`config.mk`:
```
export PLATFORM = sky130hd
export DESIGN_NAME = sdram_mux_top
export DESIGN_NICKNAME = d
export VERILOG_FILES = /design/src/hdl/sdram_mux_pkg.sv /design/src/hdl/offset_regs.sv /design/src/hdl/sdram_mux_top.sv /design/src/hdl/sdram_slot_arb.sv /design/src/hdl/slot_req.sv
export VERILOG_INCLUDE_DIRS = /design/src /design/src/hdl
export SDC_FILE = /design/constraint.sdc
export NUM_CORES = 1
export LEC_CHECK = 0
export ABC_CLOCK_PERIOD_IN_PS = 7500
export BUFFER_PORTS_ARGS = -buffer_cell sky130_fd_sc_hd__buf_2
export CAP_MARGIN = 20
export CORE_MARGIN = 1.5
export CORE_UTILIZATION = 52
export CTS_CLUSTER_DIAMETER = 100
export DETAILED_ROUTE_END_ITERATION = 12
export PLACE_DENSITY_LB_ADDON = 0.2
export SYNTH_ARGS = -nofsm -noshare
export SYNTH_HDL_FRONTEND = slang
export SYNTH_SLANG_ARGS = --single-unit
export TNS_END_PERCENT = 1
```
`constraint.sdc`:
```
create_clock -name clk -period 7.5 [get_ports clk]
set_input_delay 0.75 -clock clk [delete_from_list [all_inputs] [get_ports clk]]
set_output_delay 0.75 -clock clk [all_outputs]
set_load 0.05 [all_outputs]
```
`src/hdl/sdram_mux_consts.svh`:
```
// widths and reset offsets shared by the SDRAM slot multiplexer
// include wherever a slot or SDRAM address width is needed
`ifndef SDRAM_MUX_CONSTS_SVH
`define SDRAM_MUX_CONSTS_SVH

// SDRAM side, counted in 16-bit words
`define SDRAM_AW 22

// slot 0 addresses 16-bit units
`define SLOT0_AW 16

// slot 1 addresses bytes, ROM style
`define SLOT1_AW 17

// payload widths of the two slots
`define SLOT0_DW 16
`define SLOT1_DW 8

// controller read word, two SDRAM words side by side
`define SDRAM_RD_DW 32

// controller write data and byte mask
`define SDRAM_WR_DW 16
`define SDRAM_MASKW 2

// number of client slots
`define SLOT_NUM 2

// base offsets after reset, in SDRAM words
`define SLOT0_OFFSET_RST 22'h000000
`define SLOT1_OFFSET_RST 22'h100000

`endif

```
`src/hdl/sdram_mux_pkg.sv`:
```
// types for the slot requesters, the arbiter and the controller port
// compile before every other design file
`include "sdram_mux_consts.svh"

package sdram_mux_pkg;

    typedef logic [`SDRAM_AW-1:0]    sdram_addr_t;
    typedef logic [`SLOT0_DW-1:0]    slot0_data_t;
    typedef logic [`SLOT1_DW-1:0]    slot1_data_t;
    typedef logic [`SDRAM_RD_DW-1:0] sdram_rd_word_t;
    typedef logic [`SLOT_NUM-1:0]    slot_sel_t;     // one-hot, bit 0 is slot 0

    // levels towards the controller, rd/wr held until ack
    typedef struct packed {
        logic                    rd;
        logic                    wr;
        sdram_addr_t             addr;
        logic [`SDRAM_WR_DW-1:0] wdata;
        logic [`SDRAM_MASKW-1:0] wrmask;  // active low per byte
    } sdram_cmd_t;

    typedef struct packed {
        logic           ack;       // command taken
        logic           data_rdy;  // one-cycle pulse
        sdram_rd_word_t rdata;     // low half is the even word
    } sdram_rsp_t;

    // requester to arbiter
    typedef struct packed {
        logic                    req;
        logic                    rnw;
        sdram_addr_t             addr;
        logic [`SDRAM_WR_DW-1:0] wdata;
        logic [`SDRAM_MASKW-1:0] wrmask;  // already active low
    } slot_fetch_t;

    // host write port of the offset block
    typedef struct packed {
        logic        we;
        logic        sel;     // 0 slot 0, 1 slot 1
        sdram_addr_t offset;
    } cfg_wr_t;

    typedef struct packed {
        sdram_addr_t slot1;
        sdram_addr_t slot0;
    } offsets_t;

endpackage

```
`src/hdl/offset_regs.sv`:
```
// host-visible base offsets of the two slots
// a write updates one offset and flushes both caches a cycle later
`timescale 1ns/1ps
`include "sdram_mux_consts.svh"

module offset_regs (
    input  logic                        clk,
    input  logic                        rst,
    input  sdram_mux_pkg::cfg_wr_t      cfg,
    input  logic                        rd_sel,     // 0 slot 0, 1 slot 1
    output sdram_mux_pkg::sdram_addr_t  cfg_rdata,
    output sdram_mux_pkg::offsets_t     offsets,
    output logic                        flush
);
    sdram_mux_pkg::sdram_addr_t off0, off1;

    always_ff @(posedge clk) begin
        if (rst) begin
            off0  <= `SLOT0_OFFSET_RST;
            off1  <= `SLOT1_OFFSET_RST;
            flush <= 1'b0;
        end else begin
            flush <= cfg.we;                 // one pulse per write
            if (cfg.we) begin
                if (cfg.sel)
                    off1 <= cfg.offset;
                else
                    off0 <= cfg.offset;
            end
        end
    end

    assign offsets.slot0 = off0;
    assign offsets.slot1 = off1;

    // readback straight from the registers
    always_comb begin
        if (rd_sel)
            cfg_rdata = off1;
        else
            cfg_rdata = off0;
    end

endmodule

```
`src/hdl/sdram_mux_top.sv`:
```
// two-slot SDRAM front end: slot 0 read/write 16-bit, slot 1 byte ROM
// hook sdram_cmd/sdram_rsp to the controller and cfg to the host
`timescale 1ns/1ps
`include "sdram_mux_consts.svh"

module sdram_mux_top (
    input  logic                        clk,
    input  logic                        rst,
    input  logic [`SLOT0_AW-1:0]        slot0_addr,
    input  logic                        slot0_cs,
    input  logic                        slot0_wen,
    input  sdram_mux_pkg::slot0_data_t  slot0_din,
    input  logic [1:0]                  slot0_wrmask,
    input  logic [`SLOT1_AW-1:0]        slot1_addr,
    input  logic                        slot1_cs,
    input  sdram_mux_pkg::cfg_wr_t      cfg,
    input  logic                        cfg_rd_sel,
    input  sdram_mux_pkg::sdram_rsp_t   sdram_rsp,
    output sdram_mux_pkg::slot0_data_t  slot0_dout,
    output logic                        slot0_ok,
    output sdram_mux_pkg::slot1_data_t  slot1_dout,
    output logic                        slot1_ok,
    output sdram_mux_pkg::sdram_addr_t  cfg_rdata,
    output sdram_mux_pkg::sdram_cmd_t   sdram_cmd
);
    sdram_mux_pkg::slot_fetch_t     fetch0, fetch1;
    sdram_mux_pkg::slot_sel_t       take, fill;
    sdram_mux_pkg::sdram_rd_word_t  rd_word;
    sdram_mux_pkg::offsets_t        offsets;
    logic                           flush;

    slot_req #(
        .payload_t (sdram_mux_pkg::slot0_data_t),
        .AW        (`SLOT0_AW),
        .can_write (1'b1)
    ) i_slot0 (
        .clk     (clk),
        .rst     (rst),
        .addr    (slot0_addr),
        .cs      (slot0_cs),
        .wen     (slot0_wen),
        .din     (slot0_din),
        .wrmask  (slot0_wrmask),
        .offset  (offsets.slot0),
        .flush   (flush),
        .take    (take[0]),
        .fill    (fill[0]),
        .rd_word (rd_word),
        .fetch   (fetch0),
        .dout    (slot0_dout),
        .ok      (slot0_ok)
    );

    slot_req #(
        .payload_t (sdram_mux_pkg::slot1_data_t),
        .AW        (`SLOT1_AW),
        .can_write (1'b0)
    ) i_slot1 (
        .clk     (clk),
        .rst     (rst),
        .addr    (slot1_addr),
        .cs      (slot1_cs),
        .wen     (1'b0),            // read-only port
        .din     ('0),
        .wrmask  (2'b00),
        .offset  (offsets.slot1),
        .flush   (flush),
        .take    (take[1]),
        .fill    (fill[1]),
        .rd_word (rd_word),
        .fetch   (fetch1),
        .dout    (slot1_dout),
        .ok      (slot1_ok)
    );

    sdram_slot_arb i_arb (
        .clk     (clk),
        .rst     (rst),
        .fetch0  (fetch0),
        .fetch1  (fetch1),
        .rsp     (sdram_rsp),
        .take    (take),
        .fill    (fill),
        .rd_word (rd_word),
        .cmd     (sdram_cmd)
    );

    offset_regs i_offsets (
        .clk       (clk),
        .rst       (rst),
        .cfg       (cfg),
        .rd_sel    (cfg_rd_sel),
        .cfg_rdata (cfg_rdata),
        .offsets   (offsets),
        .flush     (flush)
    );

endmodule

```
`src/hdl/sdram_slot_arb.sv`:
```
// fixed-priority arbiter between the two requesters, slot 0 first
// one access in flight, next one taken when idle or at data_rdy
`timescale 1ns/1ps

module sdram_slot_arb (
    input  logic                          clk,
    input  logic                          rst,
    input  sdram_mux_pkg::slot_fetch_t    fetch0,
    input  sdram_mux_pkg::slot_fetch_t    fetch1,
    input  sdram_mux_pkg::sdram_rsp_t     rsp,
    output sdram_mux_pkg::slot_sel_t      take,
    output sdram_mux_pkg::slot_sel_t      fill,
    output sdram_mux_pkg::sdram_rd_word_t rd_word,
    output sdram_mux_pkg::sdram_cmd_t     cmd
);
    sdram_mux_pkg::slot_sel_t    owner, grant;
    sdram_mux_pkg::slot_fetch_t  sel_fetch;
    sdram_mux_pkg::sdram_addr_t  cmd_addr;
    sdram_mux_pkg::slot0_data_t  cmd_wdata;
    logic [1:0]                  cmd_mask;
    logic                        cmd_rd, cmd_wr;
    logic                        wait_ack;   // ack of current access not seen yet
    logic                        done, accept;

    // data_rdy counts only once ack is behind us
    assign done   = rsp.data_rdy && !wait_ack && (owner != '0);
    assign accept = (owner == '0) || done;

    always_comb begin
        if (fetch0.req)
            grant = 2'b01;
        else if (fetch1.req)
            grant = 2'b10;
        else
            grant = 2'b00;
    end

    assign sel_fetch = grant[0] ? fetch0 : fetch1;

    assign take    = accept ? grant : '0;    // drops req in the requester
    assign fill    = done ? owner : '0;
    assign rd_word = rsp.rdata;

    always_ff @(posedge clk) begin
        if (rst) begin
            cmd_rd   <= 1'b0;
            cmd_wr   <= 1'b0;
            owner    <= '0;
            wait_ack <= 1'b0;
        end else begin
            if (wait_ack && rsp.ack) begin
                cmd_rd   <= 1'b0;
                cmd_wr   <= 1'b0;
                wait_ack <= 1'b0;
            end
            if (accept) begin
                owner    <= grant;           // zero when nobody asks
                wait_ack <= |grant;
                cmd_rd   <= (|grant) & sel_fetch.rnw;
                cmd_wr   <= (|grant) & ~sel_fetch.rnw;
            end
        end
    end

    // address and write data held from issue through ack
    always_ff @(posedge clk) begin
        if (accept && (|grant)) begin
            cmd_addr  <= sel_fetch.addr;
            cmd_wdata <= sel_fetch.wdata;
            cmd_mask  <= sel_fetch.wrmask;
        end
    end

    assign cmd.rd     = cmd_rd;
    assign cmd.wr     = cmd_wr;
    assign cmd.addr   = cmd_addr;
    assign cmd.wdata  = cmd_wdata;
    assign cmd.wrmask = cmd_mask;

endmodule

```
`src/hdl/slot_req.sv`:
```
// per-slot requester: adds the base offset, keeps one 32-bit word and
// raises a fetch towards the arbiter on a miss or a write
`timescale 1ns/1ps
`include "sdram_mux_consts.svh"

module slot_req #(
    parameter type payload_t = sdram_mux_pkg::slot0_data_t,
    parameter int  AW        = `SLOT0_AW,
    parameter bit  can_write = 1'b1
) (
    input  logic                        clk,
    input  logic                        rst,
    input  logic [AW-1:0]               addr,
    input  logic                        cs,
    input  logic                        wen,
    input  payload_t                    din,
    input  logic [1:0]                  wrmask,   // active high per byte
    input  sdram_mux_pkg::sdram_addr_t  offset,
    input  logic                        flush,
    input  logic                        take,
    input  logic                        fill,
    input  sdram_mux_pkg::sdram_rd_word_t rd_word,
    output sdram_mux_pkg::slot_fetch_t  fetch,
    output payload_t                    dout,
    output logic                        ok
);
    localparam int PW    = $bits(payload_t);
    localparam int SHIFT = (PW == 8) ? 1 : 0;   // byte slots drop the byte bit
    localparam int SUBW  = $clog2(32 / PW);

    sdram_mux_pkg::sdram_addr_t     full, pend_addr;
    sdram_mux_pkg::sdram_rd_word_t  word;
    sdram_mux_pkg::slot0_data_t     pend_wdata;
    logic [`SDRAM_AW-2:0]           tag;
    logic [SUBW-1:0]                sub;
    logic [1:0]                     pend_mask;
    logic                           req, busy, valid, wr_done, pend_wr;
    logic                           is_wr, hit, issue;

    function automatic payload_t pick(input sdram_mux_pkg::sdram_rd_word_t w,
                                      input logic [SUBW-1:0] s);
        pick = w[s*PW +: PW];
    endfunction

    assign full  = sdram_mux_pkg::sdram_addr_t'(addr >> SHIFT) + offset;
    assign is_wr = can_write & wen;
    assign hit   = valid && (tag == full[`SDRAM_AW-1:1]);

    // payload position inside the cached word
    if (SHIFT == 1) begin : g_byte
        assign sub = {full[0], addr[0]};
    end else begin : g_half
        assign sub = full[0];
    end

    // writes always go out, reads only on a miss
    assign issue = cs && !req && !busy && !fill && (is_wr ? !wr_done : !hit);

    always_ff @(posedge clk) begin
        if (rst) begin
            req     <= 1'b0;
            busy    <= 1'b0;
            ok      <= 1'b0;
            valid   <= 1'b0;
            wr_done <= 1'b0;
        end else begin
            ok <= 1'b0;
            if (!cs || !is_wr || full != pend_addr)
                wr_done <= 1'b0;             // next write needs a new access
            if (take) begin
                req  <= 1'b0;
                busy <= 1'b1;
            end
            if (fill) begin
                busy <= 1'b0;
                if (pend_wr) begin
                    valid   <= 1'b0;         // cached word may be stale now
                    wr_done <= 1'b1;
                    ok      <= cs;
                end else begin
                    valid <= 1'b1;
                    ok    <= cs && (full[`SDRAM_AW-1:1] == pend_addr[`SDRAM_AW-1:1]);
                end
            end else if (issue) begin
                req <= 1'b1;
            end else if (cs && !req && !busy) begin
                ok <= 1'b1;                  // cache hit or finished write
            end
            if (flush)
                valid <= 1'b0;
        end
    end

    always_ff @(posedge clk) begin
        if (issue) begin
            pend_addr  <= full;
            pend_wr    <= is_wr;
            pend_wdata <= sdram_mux_pkg::slot0_data_t'(din);
            pend_mask  <= can_write ? ~wrmask : 2'b11;
        end
        if (fill && !pend_wr) begin
            word <= rd_word;
            tag  <= pend_addr[`SDRAM_AW-1:1];
        end
        dout <= pick(fill ? rd_word : word, sub);
    end

    // reads fetch the aligned pair of words
    assign fetch.req    = req;
    assign fetch.rnw    = ~pend_wr;
    assign fetch.addr   = pend_wr ? pend_addr : {pend_addr[`SDRAM_AW-1:1], 1'b0};
    assign fetch.wdata  = pend_wdata;
    assign fetch.wrmask = pend_mask;

endmodule

```
=== Word-level counts from Yosys, hierarchy flattened ===
Index checks and enable logic that the tools add are counted.

* Reduce and logical (&&, ||, !) cells: 43
* Bitwise logic cells: 6
* Equal/unequal tests: 5
* Shift operators: 2
* Mux-type cells: 31
* $add $sub $neg: 2

{| class="wikitable"
|+ Operators with widths
! cell !! number
|-
| $eq 21x21->1 || 4
|-
| $mux 32 || 2
|-
| $add 16x22->22 || 2
|-
| $mux 41 || 1
|-
| $shiftx 32x6->16 || 1
|-
| $shiftx 32x6->8 || 1
|-
| $mux 1 || 23
|-
| $mux 22 || 1
|-
| $ne 22x22->1 || 1
|-
| $logic_and 1x1->1 || 17
|-
| $logic_not 1->1 || 13
|-
| $mux 2 || 4
|-
| $reduce_or 2->1 || 4
|-
| $reduce_and 2->1 || 3
|-
| $reduce_bool 2->1 || 2
|-
| $logic_or 1x1->1 || 3
|-
| $not 1->1 || 3
|-
| $and 1x1->1 || 2
|-
| $logic_not 2->1 || 1
|-
| $not 2->2 || 1
|}

* Word-level logic and storage cells: 120
* Flip-flop bits (word level): 292
* Output and inout bits: 90

=== Depth between registers and ports, before layout ===
Gate-level depths: netlist (run 1).

* Depth after elaboration: 9
* Depth in mapped cells: 12

=== Hierarchy ===
Synthesis (run 1) repeated with hierarchy kept, for this count alone.

* Cell total of the unflattened synthesis: 1284
* Area, all modules: 16163.0 µm²

{| class="wikitable"
|+ Modules (own cells, without submodules)
! module !! seq. area each (µm²) !! times used !! area an instance (µm²) !! cells an instance
|-
| slot_req (i_slot0) || 3243.1 || 1 || 6304.8 || 497
|-
| slot_req (i_slot1) || 2702.6 || 1 || 5502.8 || 440
|-
| sdram_slot_arb || 1301.2 || 1 || 2210.9 || 150
|-
| offset_regs || 900.9 || 1 || 2140.8 || 196
|-
| sdram_mux_top || 0.0 || 1 || 3.8 || 1
|}

=== Worst setup path after synthesis (run 1) ===
Ideal clock, no wire load.

* Path kind: input -> register
* Start point: input slot0_addr[0]
* End point: register i_slot0.pend_addr[0] (enable)
* Required time: 7.061 ns
* Path slack: 2.433 ns
* Arrival time: 4.628 ns
* Stages on the path: 12
* Cell sequence: ha_1 inv_1 fa_1 nand2b_1 a211oi_4 nor2_1 o21ai_0 xnor3_1 o21ai_0 nand4b_1 o41ai_2 nor2_1

* Cells in the longest elaborated chain, start to end: 6

{| class="wikitable"
|+ Ends and longest elaborated chain
! what !! RTL line !! source
|-
| start: declaration || sdram_mux_top.sv:9 || <nowiki>input logic [`SLOT0_AW-1:0] slot0_addr,</nowiki>
|-
| $add 16x22->22 || slot_req.sv:45 || <nowiki>assign full = sdram_mux_pkg::sdram_addr_t'(addr >> SHIFT) + offset;</nowiki>
|-
| $eq 21x21->1 || slot_req.sv:47 || <nowiki>assign hit = valid && (tag == full[`SDRAM_AW-1:1]);</nowiki>
|-
| $logic_and 1x1->1 || slot_req.sv:47 ||
|-
| $logic_not 1->1 || slot_req.sv:57 || <nowiki>assign issue = cs && !req && !busy && !fill && (is_wr ? !wr_done : !hit);</nowiki>
|-
| $mux 1 || slot_req.sv:57 ||
|-
| $logic_and 1x1->1 || slot_req.sv:57 ||
|-
| via i_slot0.issue || slot_req.sv:38 || <nowiki>logic is_wr, hit, issue;</nowiki>
|-
| end signal: assignment || slot_req.sv:96 || <nowiki>pend_addr <= full;</nowiki>
|-
| end: declaration || slot_req.sv:31 || <nowiki>sdram_mux_pkg::sdram_addr_t full, pend_addr;</nowiki>
|}

The timed path passes the listed nets, and every way through them passes these cells.
A chain may end at the register's enable or synchronous reset.

=== Worst setup path in the final report (run 1) ===
* Start point: register i_offsets.off0[0]
* End point: register i_slot0.pend_wdata[14] (enable)

* Cells in the longest elaborated chain, start to end: 6

{| class="wikitable"
|+ Ends and longest elaborated chain
! what !! RTL line !! source
|-
| start: declaration || offset_regs.sv:15 || <nowiki>sdram_mux_pkg::sdram_addr_t off0, off1;</nowiki>
|-
| start signal: assignment || offset_regs.sv:19 || <nowiki>off0 <= `SLOT0_OFFSET_RST;</nowiki>
|-
| start signal: assignment || offset_regs.sv:28 || <nowiki>off0 <= cfg.offset;</nowiki>
|-
| $add 16x22->22 || slot_req.sv:45 ||
|-
| $eq 21x21->1 || slot_req.sv:47 ||
|-
| $logic_and 1x1->1 || slot_req.sv:47 ||
|-
| $logic_not 1->1 || slot_req.sv:57 ||
|-
| $mux 1 || slot_req.sv:57 ||
|-
| $logic_and 1x1->1 || slot_req.sv:57 ||
|-
| via i_slot0.issue || slot_req.sv:38 ||
|-
| end signal: assignment || slot_req.sv:98 || <nowiki>pend_wdata <= sdram_mux_pkg::slot0_data_t'(din);</nowiki>
|-
| end: declaration || slot_req.sv:33 || <nowiki>sdram_mux_pkg::slot0_data_t pend_wdata;</nowiki>
|}

The timed path passes the listed nets, and every way through them passes these cells.

==> results.yml, run 1 <==
finish:
  final_area_um2: 17100
  final_cell_mix: "208 x edfxtp_1, 204 x buf_2, 156 x nand2_1, 96 x a21oi_1, 82 x dfxtp_1"
  drive_gt1_share_pct: 26.10
  final_nets: 1580
  final_cells: 1835
  area_growth_syn_to_layout_pct: 16.03
  final_common_cell: "edfxtp_1"
  final_util_pct: 61.38
floorplan:
  core_region_area_um2: 27860
  rows: 61
  start_util_pct: 52.90
  ioPinCount: 205
  fp.dieW_um: 171.4
  die-area_um2: 29360
  chipHeight_um: 171.4
routing:
  routedWlPerCell_um: 22.17
  route.detailed.drc: 0
  drtPass1Iterations: 7
  vias_per_cell: 5.848
  final_antenna_net_count: 0
  vias: 10730
  drtIter0Drc: 939
  wl_mm: 40.68
worst_setup_path:
  cp_cell_sequence: "ha_1 > inv_1 > fa_1 > nand2b_1 > a211oi_4 > a21oi_2 > a21oi_1 > nor2_1 > xnor3_1 > or3_1 > o41ai_2 > nor2_4 > buf_12"
  worst_path_max_delay_cell: "o41ai_2"
  crit_buf_inv: 2
  ff2ff_setup_slack_ps: 3240
  worstSetupPathType: "reg2reg"
  crit_family: "compound AO/OA/AOI/OAI gates"
  r2r.worst_path.cells: 13
  r2r_end: "i_slot0.pend_wdata[14]$_DFFE_PP_"
  crit_path_end_kind: "register"
  crit_fanout: 27
  crit_start: "i_offsets.off0[0]$_SDFFE_PP0P_"
  critPathRequiredTime_ps: 7810
  critPathLaunchType: "register"
  crit_arrival_ps: 4570
  critical_path.max_stage_delay_ps: 550
  endpoint: "i_slot0.pend_wdata[14]$_DFFE_PP_"
  path_depth: 13
  regToRegStartpoint: "i_offsets.off0[0]$_SDFFE_PP0P_"
placed_design:
  dpl.cell_count: 1776
  placed_area_um2: 16050
  port_buffers: 204
  dp_hpwl_mm: 30.30
  dpl_worst_slack_ps: 2872
  gp_congestion: 0.9685
sta:
  fin_crit_ps: 4257
  finalSetupViolCount: 0
  relSlewSlack_pct: 30.72
  worst_slew_pin_slew_ps: 1039
  fin_ws_ps: 3243
  timing.hold.ws_ps: 364.0
  hold_viol_final: 0
  fmax_ghz: 0.2349
  slew_viol_final: 0
  fin_crit_sh_pct: 56.76
  finClkSkew_ps: 13.31
  rsz0062_at_grt: "no"
  tns_ps: 0
clocking:
  cts-htree-levels: 1
  cts_buffer_depth: 3
  cts_setup_buffers: 0
  numCtsBuffers: 31
  cts_sinks: 291
  cts_root_buf: "clkbuf_16"
  cts_resized: 0
  hold_buffers: 0
  cts_tree: "built"
  clock_latency_ps: 560
  clk_pin_slew_ps: 60
pwr:
  cellPowerDensity_nw_per_um2: 249.7
  power_mw: 4.270
  p_leak_nw: 6.547
  ir_drop_mv: 0.2082
yosys:
  ys_warn_count: 0
  async_reset_ff_share_pct: 0
  ys_types: 90
  ys_ff_latch: 291
  synth-edff-count: 208
  syn_inst: 1250
  ys.flop_type: "edfxtp_1"
  synthesis.area_um2: 14740
  syn_area_per_cell_um2: 11.79
  yosysSeqAreaShare_pct: 53.65
  syn-num-nets: 1399
hold_path:
  hp-class: "in2reg"
global_route:
  grt_pass1_vias: 10240
  antenna_found_initial: 5
  grt_pass1_wl_mm: 60.95
  grt_usage_pct: 27.76
  overflow: 0
  grt_max_degree: 73
outcome:
  status: "complete, no violations"
run:
  drv_cap: 0
==> flip-flops by register name (all words and copies together) (netlist names), 8 cells and up <==
register            count
i_slot1.dout            8
i_offsets.off1         22
i_slot1.word           32
i_slot1.tag            21
i_slot0.word           32
i_arb.cmd_addr         22
i_slot0.pend_addr      22
i_arb.cmd_wdata        16
i_offsets.off0         22
i_slot1.pend_addr      21
i_slot0.pend_wdata     16
i_slot0.tag            21
i_slot0.dout           16
==> metal layers <==
metal	GRT usage (%)	routed length, um
met4	9.077	1331
met3	5.591	3487
met2	42.61	17840
met5	0	54
met1	39.53	17960
==> how the worst min path moves through the flow <==
| stage | startpoint | end | slack, ps | cells past startpoint |
|---|---|---|---|---|
| global route | slot0_din[9] | i_slot0.pend_wdata[9]$_DFFE_PP_ | 340 | 1 |
| finish | slot0_din[8] | i_slot0.pend_wdata[8]$_DFFE_PP_ | 360 | 1 |
| CTS | slot0_din[8] | i_slot0.pend_wdata[8]$_DFFE_PP_ | 340 | 1 |
| detailed placement | i_offsets.flush$_SDFF_PP0_ | i_slot0.valid$_SDFFE_PP0P_ | 440 | 1 |
| floorplan | i_offsets.flush$_SDFF_PP0_ | i_slot0.valid$_SDFFE_PP0P_ | 400 | 1 |
| global placement | i_offsets.flush$_SDFF_PP0_ | i_slot0.valid$_SDFFE_PP0P_ | 430 | 1 |
==> layout make-up <==
cell class	instances	area, um^2
timing repair buffer	213	1101
antenna	1	2.502
clock inverter	6	58.81
tap	378	473.0
fill	2268	10760
inverter	37	138.9
multi-input combinational	857	6431
clock buffer	52	985.9
sequential	291	7909
==> synthesized netlist by cell type (all sizes together), types with 5 or more instances <==
cell type	number	share of area, %
a211oi	10	0.68
a21o	10	0.51
a21oi	102	3.7
a31oi	7	0.30
and2	29	1.2
and3	8	0.34
and4	6	0.36
buf	25	0.93
clkbuf	40	1.0
dfxtp	83	11
edfxtp	208	42
ha	32	2.7
inv	37	0.94
mux2	48	3.7
mux4	32	4.9
nand2	156	4.0
nand2b	12	0.51
nand3	24	0.82
nand4	19	0.81
nor2	59	1.6
nor2b	12	0.51
nor3	19	0.68
nor4	11	0.57
o2111ai	8	0.48
o211a	6	0.41
o211ai	5	0.32
o21a	7	0.36
o21ai	38	1.4
o22ai	5	0.21
or3	7	0.30
xnor2	59	3.5
xnor3	5	0.76
xor2	52	3.1
==> power by group <==
part / switching (mW) / internal, mW / leakage (nW)
Clock: 0.621 / 0.899 / 0.513
Sequential: 0.0874 / 1.87 / 2.62
Combinational: 0.530 / 0.261 / 3.42
==> cell families after synthesis <==
kind of cell             share of synthesized area (%)
AND/OR/NAND/NOR                                  12.56
flip-flops                                       53.65
AO/OA/AOI/OAI                                    11.47
XOR/XNOR                                         7.734
buffers and inverters                            2.895
multiplexers                                     8.693
adder cells (fa/ha/maj)                          2.988
No activity file was read; power rests on OpenSTA's default activity.
==> run 2, diff against run 1 <==
ABC_AREA = 1   (was unset)
ABC_CLOCK_PERIOD_IN_PS = 3400   (was 7500)
clock period = 3.4 ns   (was 7.5 ns; I/O delays follow)
==> results.yml, run 2 <==
worst_setup_path:
  critical_path.max_stage_delay_ps: 500
  critPathRequiredTime_ps: 3650
  regToRegStartpoint: "i_offsets.off1[4]$_SDFFE_PP0P_"
  ff2ff_setup_slack_ps: 280
  crit_arrival_ps: 3370
  crit_family: "simple AND/OR/NAND/NOR gates"
  crit_fanout: 11
  crit_path_end_kind: "register"
  worst_path_max_delay_cell: "xor2_1"
  worstSetupPathType: "reg2reg"
  r2r_end: "i_slot1.pend_addr[18]$_DFFE_PP_"
  crit_top_cell: "nand2_1"
  r2r.worst_path.cells: 15
  path_depth: 15
  cp_cell_sequence: "ha_1 > nand2_1 > nor2_1 > nand2_1 > nand2_1 > xor2_1 > nand2_1 > nand2_1 > nor2_1 > nand3_1 > nor3_2 > nand3_1 > nand2_1 > inv_1 > buf_4"
  crit_buf_inv: 2
  critPathLaunchType: "register"
yosys:
  syn_inst: 1846
  syn_area_per_cell_um2: 8.218
  ys_types: 38
  ys_warn_count: 0
  ys.flop_type: "edfxtp_1"
  synth.area.top_cells: "edfxtp_1 41%, nand2_1 13%, dfxtp_1 11%"
  yosysSeqAreaShare_pct: 52.13
  syn-num-nets: 1995
  async_reset_ff_share_pct: 0
  synth_top_area_share_pct: 41.17
  synth_top_cell_by_area: "edfxtp_1"
  synth_common_cells: "520 x nand2_1, 267 x inv_1, 208 x edfxtp_1"
  synth-edff-count: 208
  synthesis.area_um2: 15170
  yosysMostFrequentCell: "nand2_1"
  ys_ff_latch: 291
pwr:
  p_leak_nw: 8.327
  cellPowerDensity_nw_per_um2: 544.4
  power_mw: 9.839
  ir_drop_mv: 0.3964
global_route:
  antenna_found_initial: 3
  overflow: 0
  grt_pass1_wl_mm: 67.66
  grt_usage_pct: 28.96
  grt_pass1_vias: 12490
  grt_max_degree: 96
hold_path:
  hp-class: "in2reg"
  hold_end: "i_slot1.word[26]$_DFFE_PP_"
  holdPathStages: 1
  min_from: "sdram_rsp[26]"
floorplan:
  rows: 62
  core_region_area_um2: 28700
  fp.dieW_um: 173.8
  chipHeight_um: 173.8
  die-area_um2: 30210
  ioPinCount: 205
  start_util_pct: 52.85
placed_design:
  gp_congestion: 0.9543
  dp_hpwl_mm: 33.14
  dpl.cell_count: 2402
  dpl_worst_slack_ps: 174.6
  port_buffers: 204
sta:
  fmax_ghz: 0.3205
  relSlewSlack_pct: 45.80
  slew_viol_final: 0
  fin_crit_ps: 3120
  rsz0062_at_grt: "no"
  timing.hold.ws_ps: 6.148
  finalSetupViolCount: 0
  finClkSkew_ps: 27.66
  hold_viol_final: 0
  worst_slew_pin_slew_ps: 812.2
  fin_ws_ps: 279.9
  fin_crit_sh_pct: 91.77
  tns_ps: 0
routing:
  routedWlPerCell_um: 17.61
  drtPass1Iterations: 6
  vias_per_cell: 5.300
  wl_mm: 44.07
  drtIter0Drc: 1350
  route.detailed.drc: 0
  vias: 13270
  final_antenna_net_count: 0
clocking:
  clk_pin_slew_ps: 60
  cts_buffer_depth: 3
  numCtsBuffers: 30
  cts-htree-levels: 1
  cts_sinks: 291
  cts_root_buf: "clkbuf_16"
  clock_latency_ps: 570
  cts_tree: "built"
outcome:
  status: "complete, no violations"
finish:
  area_growth_syn_to_layout_pct: 19.14
  final_cell_mix: "518 x nand2_1, 266 x inv_1, 208 x edfxtp_1, 204 x buf_2, 145 x nor2_1"
  fillers: 2494
  drive_gt1_share_pct: 16.21
  final_common_cell: "nand2_1"
  final_nets: 2241
  reg.largest.list: "i_slot0.word: 32 flops, i_slot1.word: 32 flops"
  final_cells: 2503
run:
  drv_cap: 0
run 2: cell types whose count changed in the layout (fill, tap and decap cells not counted), sizes merged, moves of 18 or more:
cell         delta
xor2           -42
a31oi          +18
inv           +232
and2           -26
dlygate4sd3    +39
nand3         +106
mux4           -32
o21ai          +97
mux2           -48
nor2           +98
nand2         +395
xnor2          -50
run 2: per-layer routing:
| metal | vias to the layer above | GRT usage (%) | wire [um] |
|---|---|---|---|
| met5 | - | 0 | 0 |
| met4 | 0 | 8.836 | 1180 |
| met3 | 71 | 4.386 | 2985 |
| met2 | 482 | 49.37 | 21090 |
| met1 | 6154 | 38.15 | 18820 |
| li1 | 6560 | - | - |
run 2: how the worst max path moves through the flow:
stage | from | end
finish | i_offsets.off1[4]$_SDFFE_PP0P_ | i_slot1.pend_addr[18]$_DFFE_PP_
global route | i_offsets.off1[0]$_SDFFE_PP0P_ | i_slot1.pend_addr[9]$_DFFE_PP_
global placement | slot1_addr[1] | i_slot1.pend_addr[15]$_DFFE_PP_
floorplan | slot0_addr[0] | i_slot0.pend_addr[0]$_DFFE_PP_
detailed placement | slot1_addr[1] | i_slot1.pend_addr[15]$_DFFE_PP_
CTS | i_offsets.off1[0]$_SDFFE_PP0P_ | i_slot1.pend_addr[9]$_DFFE_PP_
run 2: kinds of logic after synthesis:
kind of cell / after synthesis / synth area share [%]
xor gates and xnor gates: 21 / 1.394
DFF: 291 / 52.13
AOI/OAI and AO/OA: 278 / 9.955
buffers and inverters: 322 / 8.050
and+or+nand+nor: 900 / 25.57
adders and majority gates: 34 / 2.903
run 2: where the power goes:
part           switching (mW)  internal [mW]
registers               0.175           4.17
clock network            1.36           1.98
logic                    1.56          0.593
run 2: area by class of cell:
class | count | area, um^2 | share of cell area, %
sequential | 291 | 7908 | 43.75
clock buffer | 46 | 872.1 | 4.825
antenna | 3 | 7.507 | 0.04154
multi-input combinational | 1233 | 6077 | 33.62
tap | 384 | 480.5 | 2.658
clock inverter | 10 | 121.4 | 0.6715
inverter | 275 | 1032 | 5.711
timing repair buffer | 261 | 1575 | 8.716
run 2: timing repair:
action	4_1_cts	5_1_grt
hold endpoints to repair	61	0
setup endpoints to repair	0	39
buffers inserted	0	3
hold buffers	39	0
resized for setup	0	8
run 2: per-stage QoR:
stage	area, um^2	util [%]
after floorplan	15170	-
after CTS	18020	62.78
after detailed placement	16630	57.96
after global placement	16630	57.96
final	18070	62.97
after global routing	18070	62.97
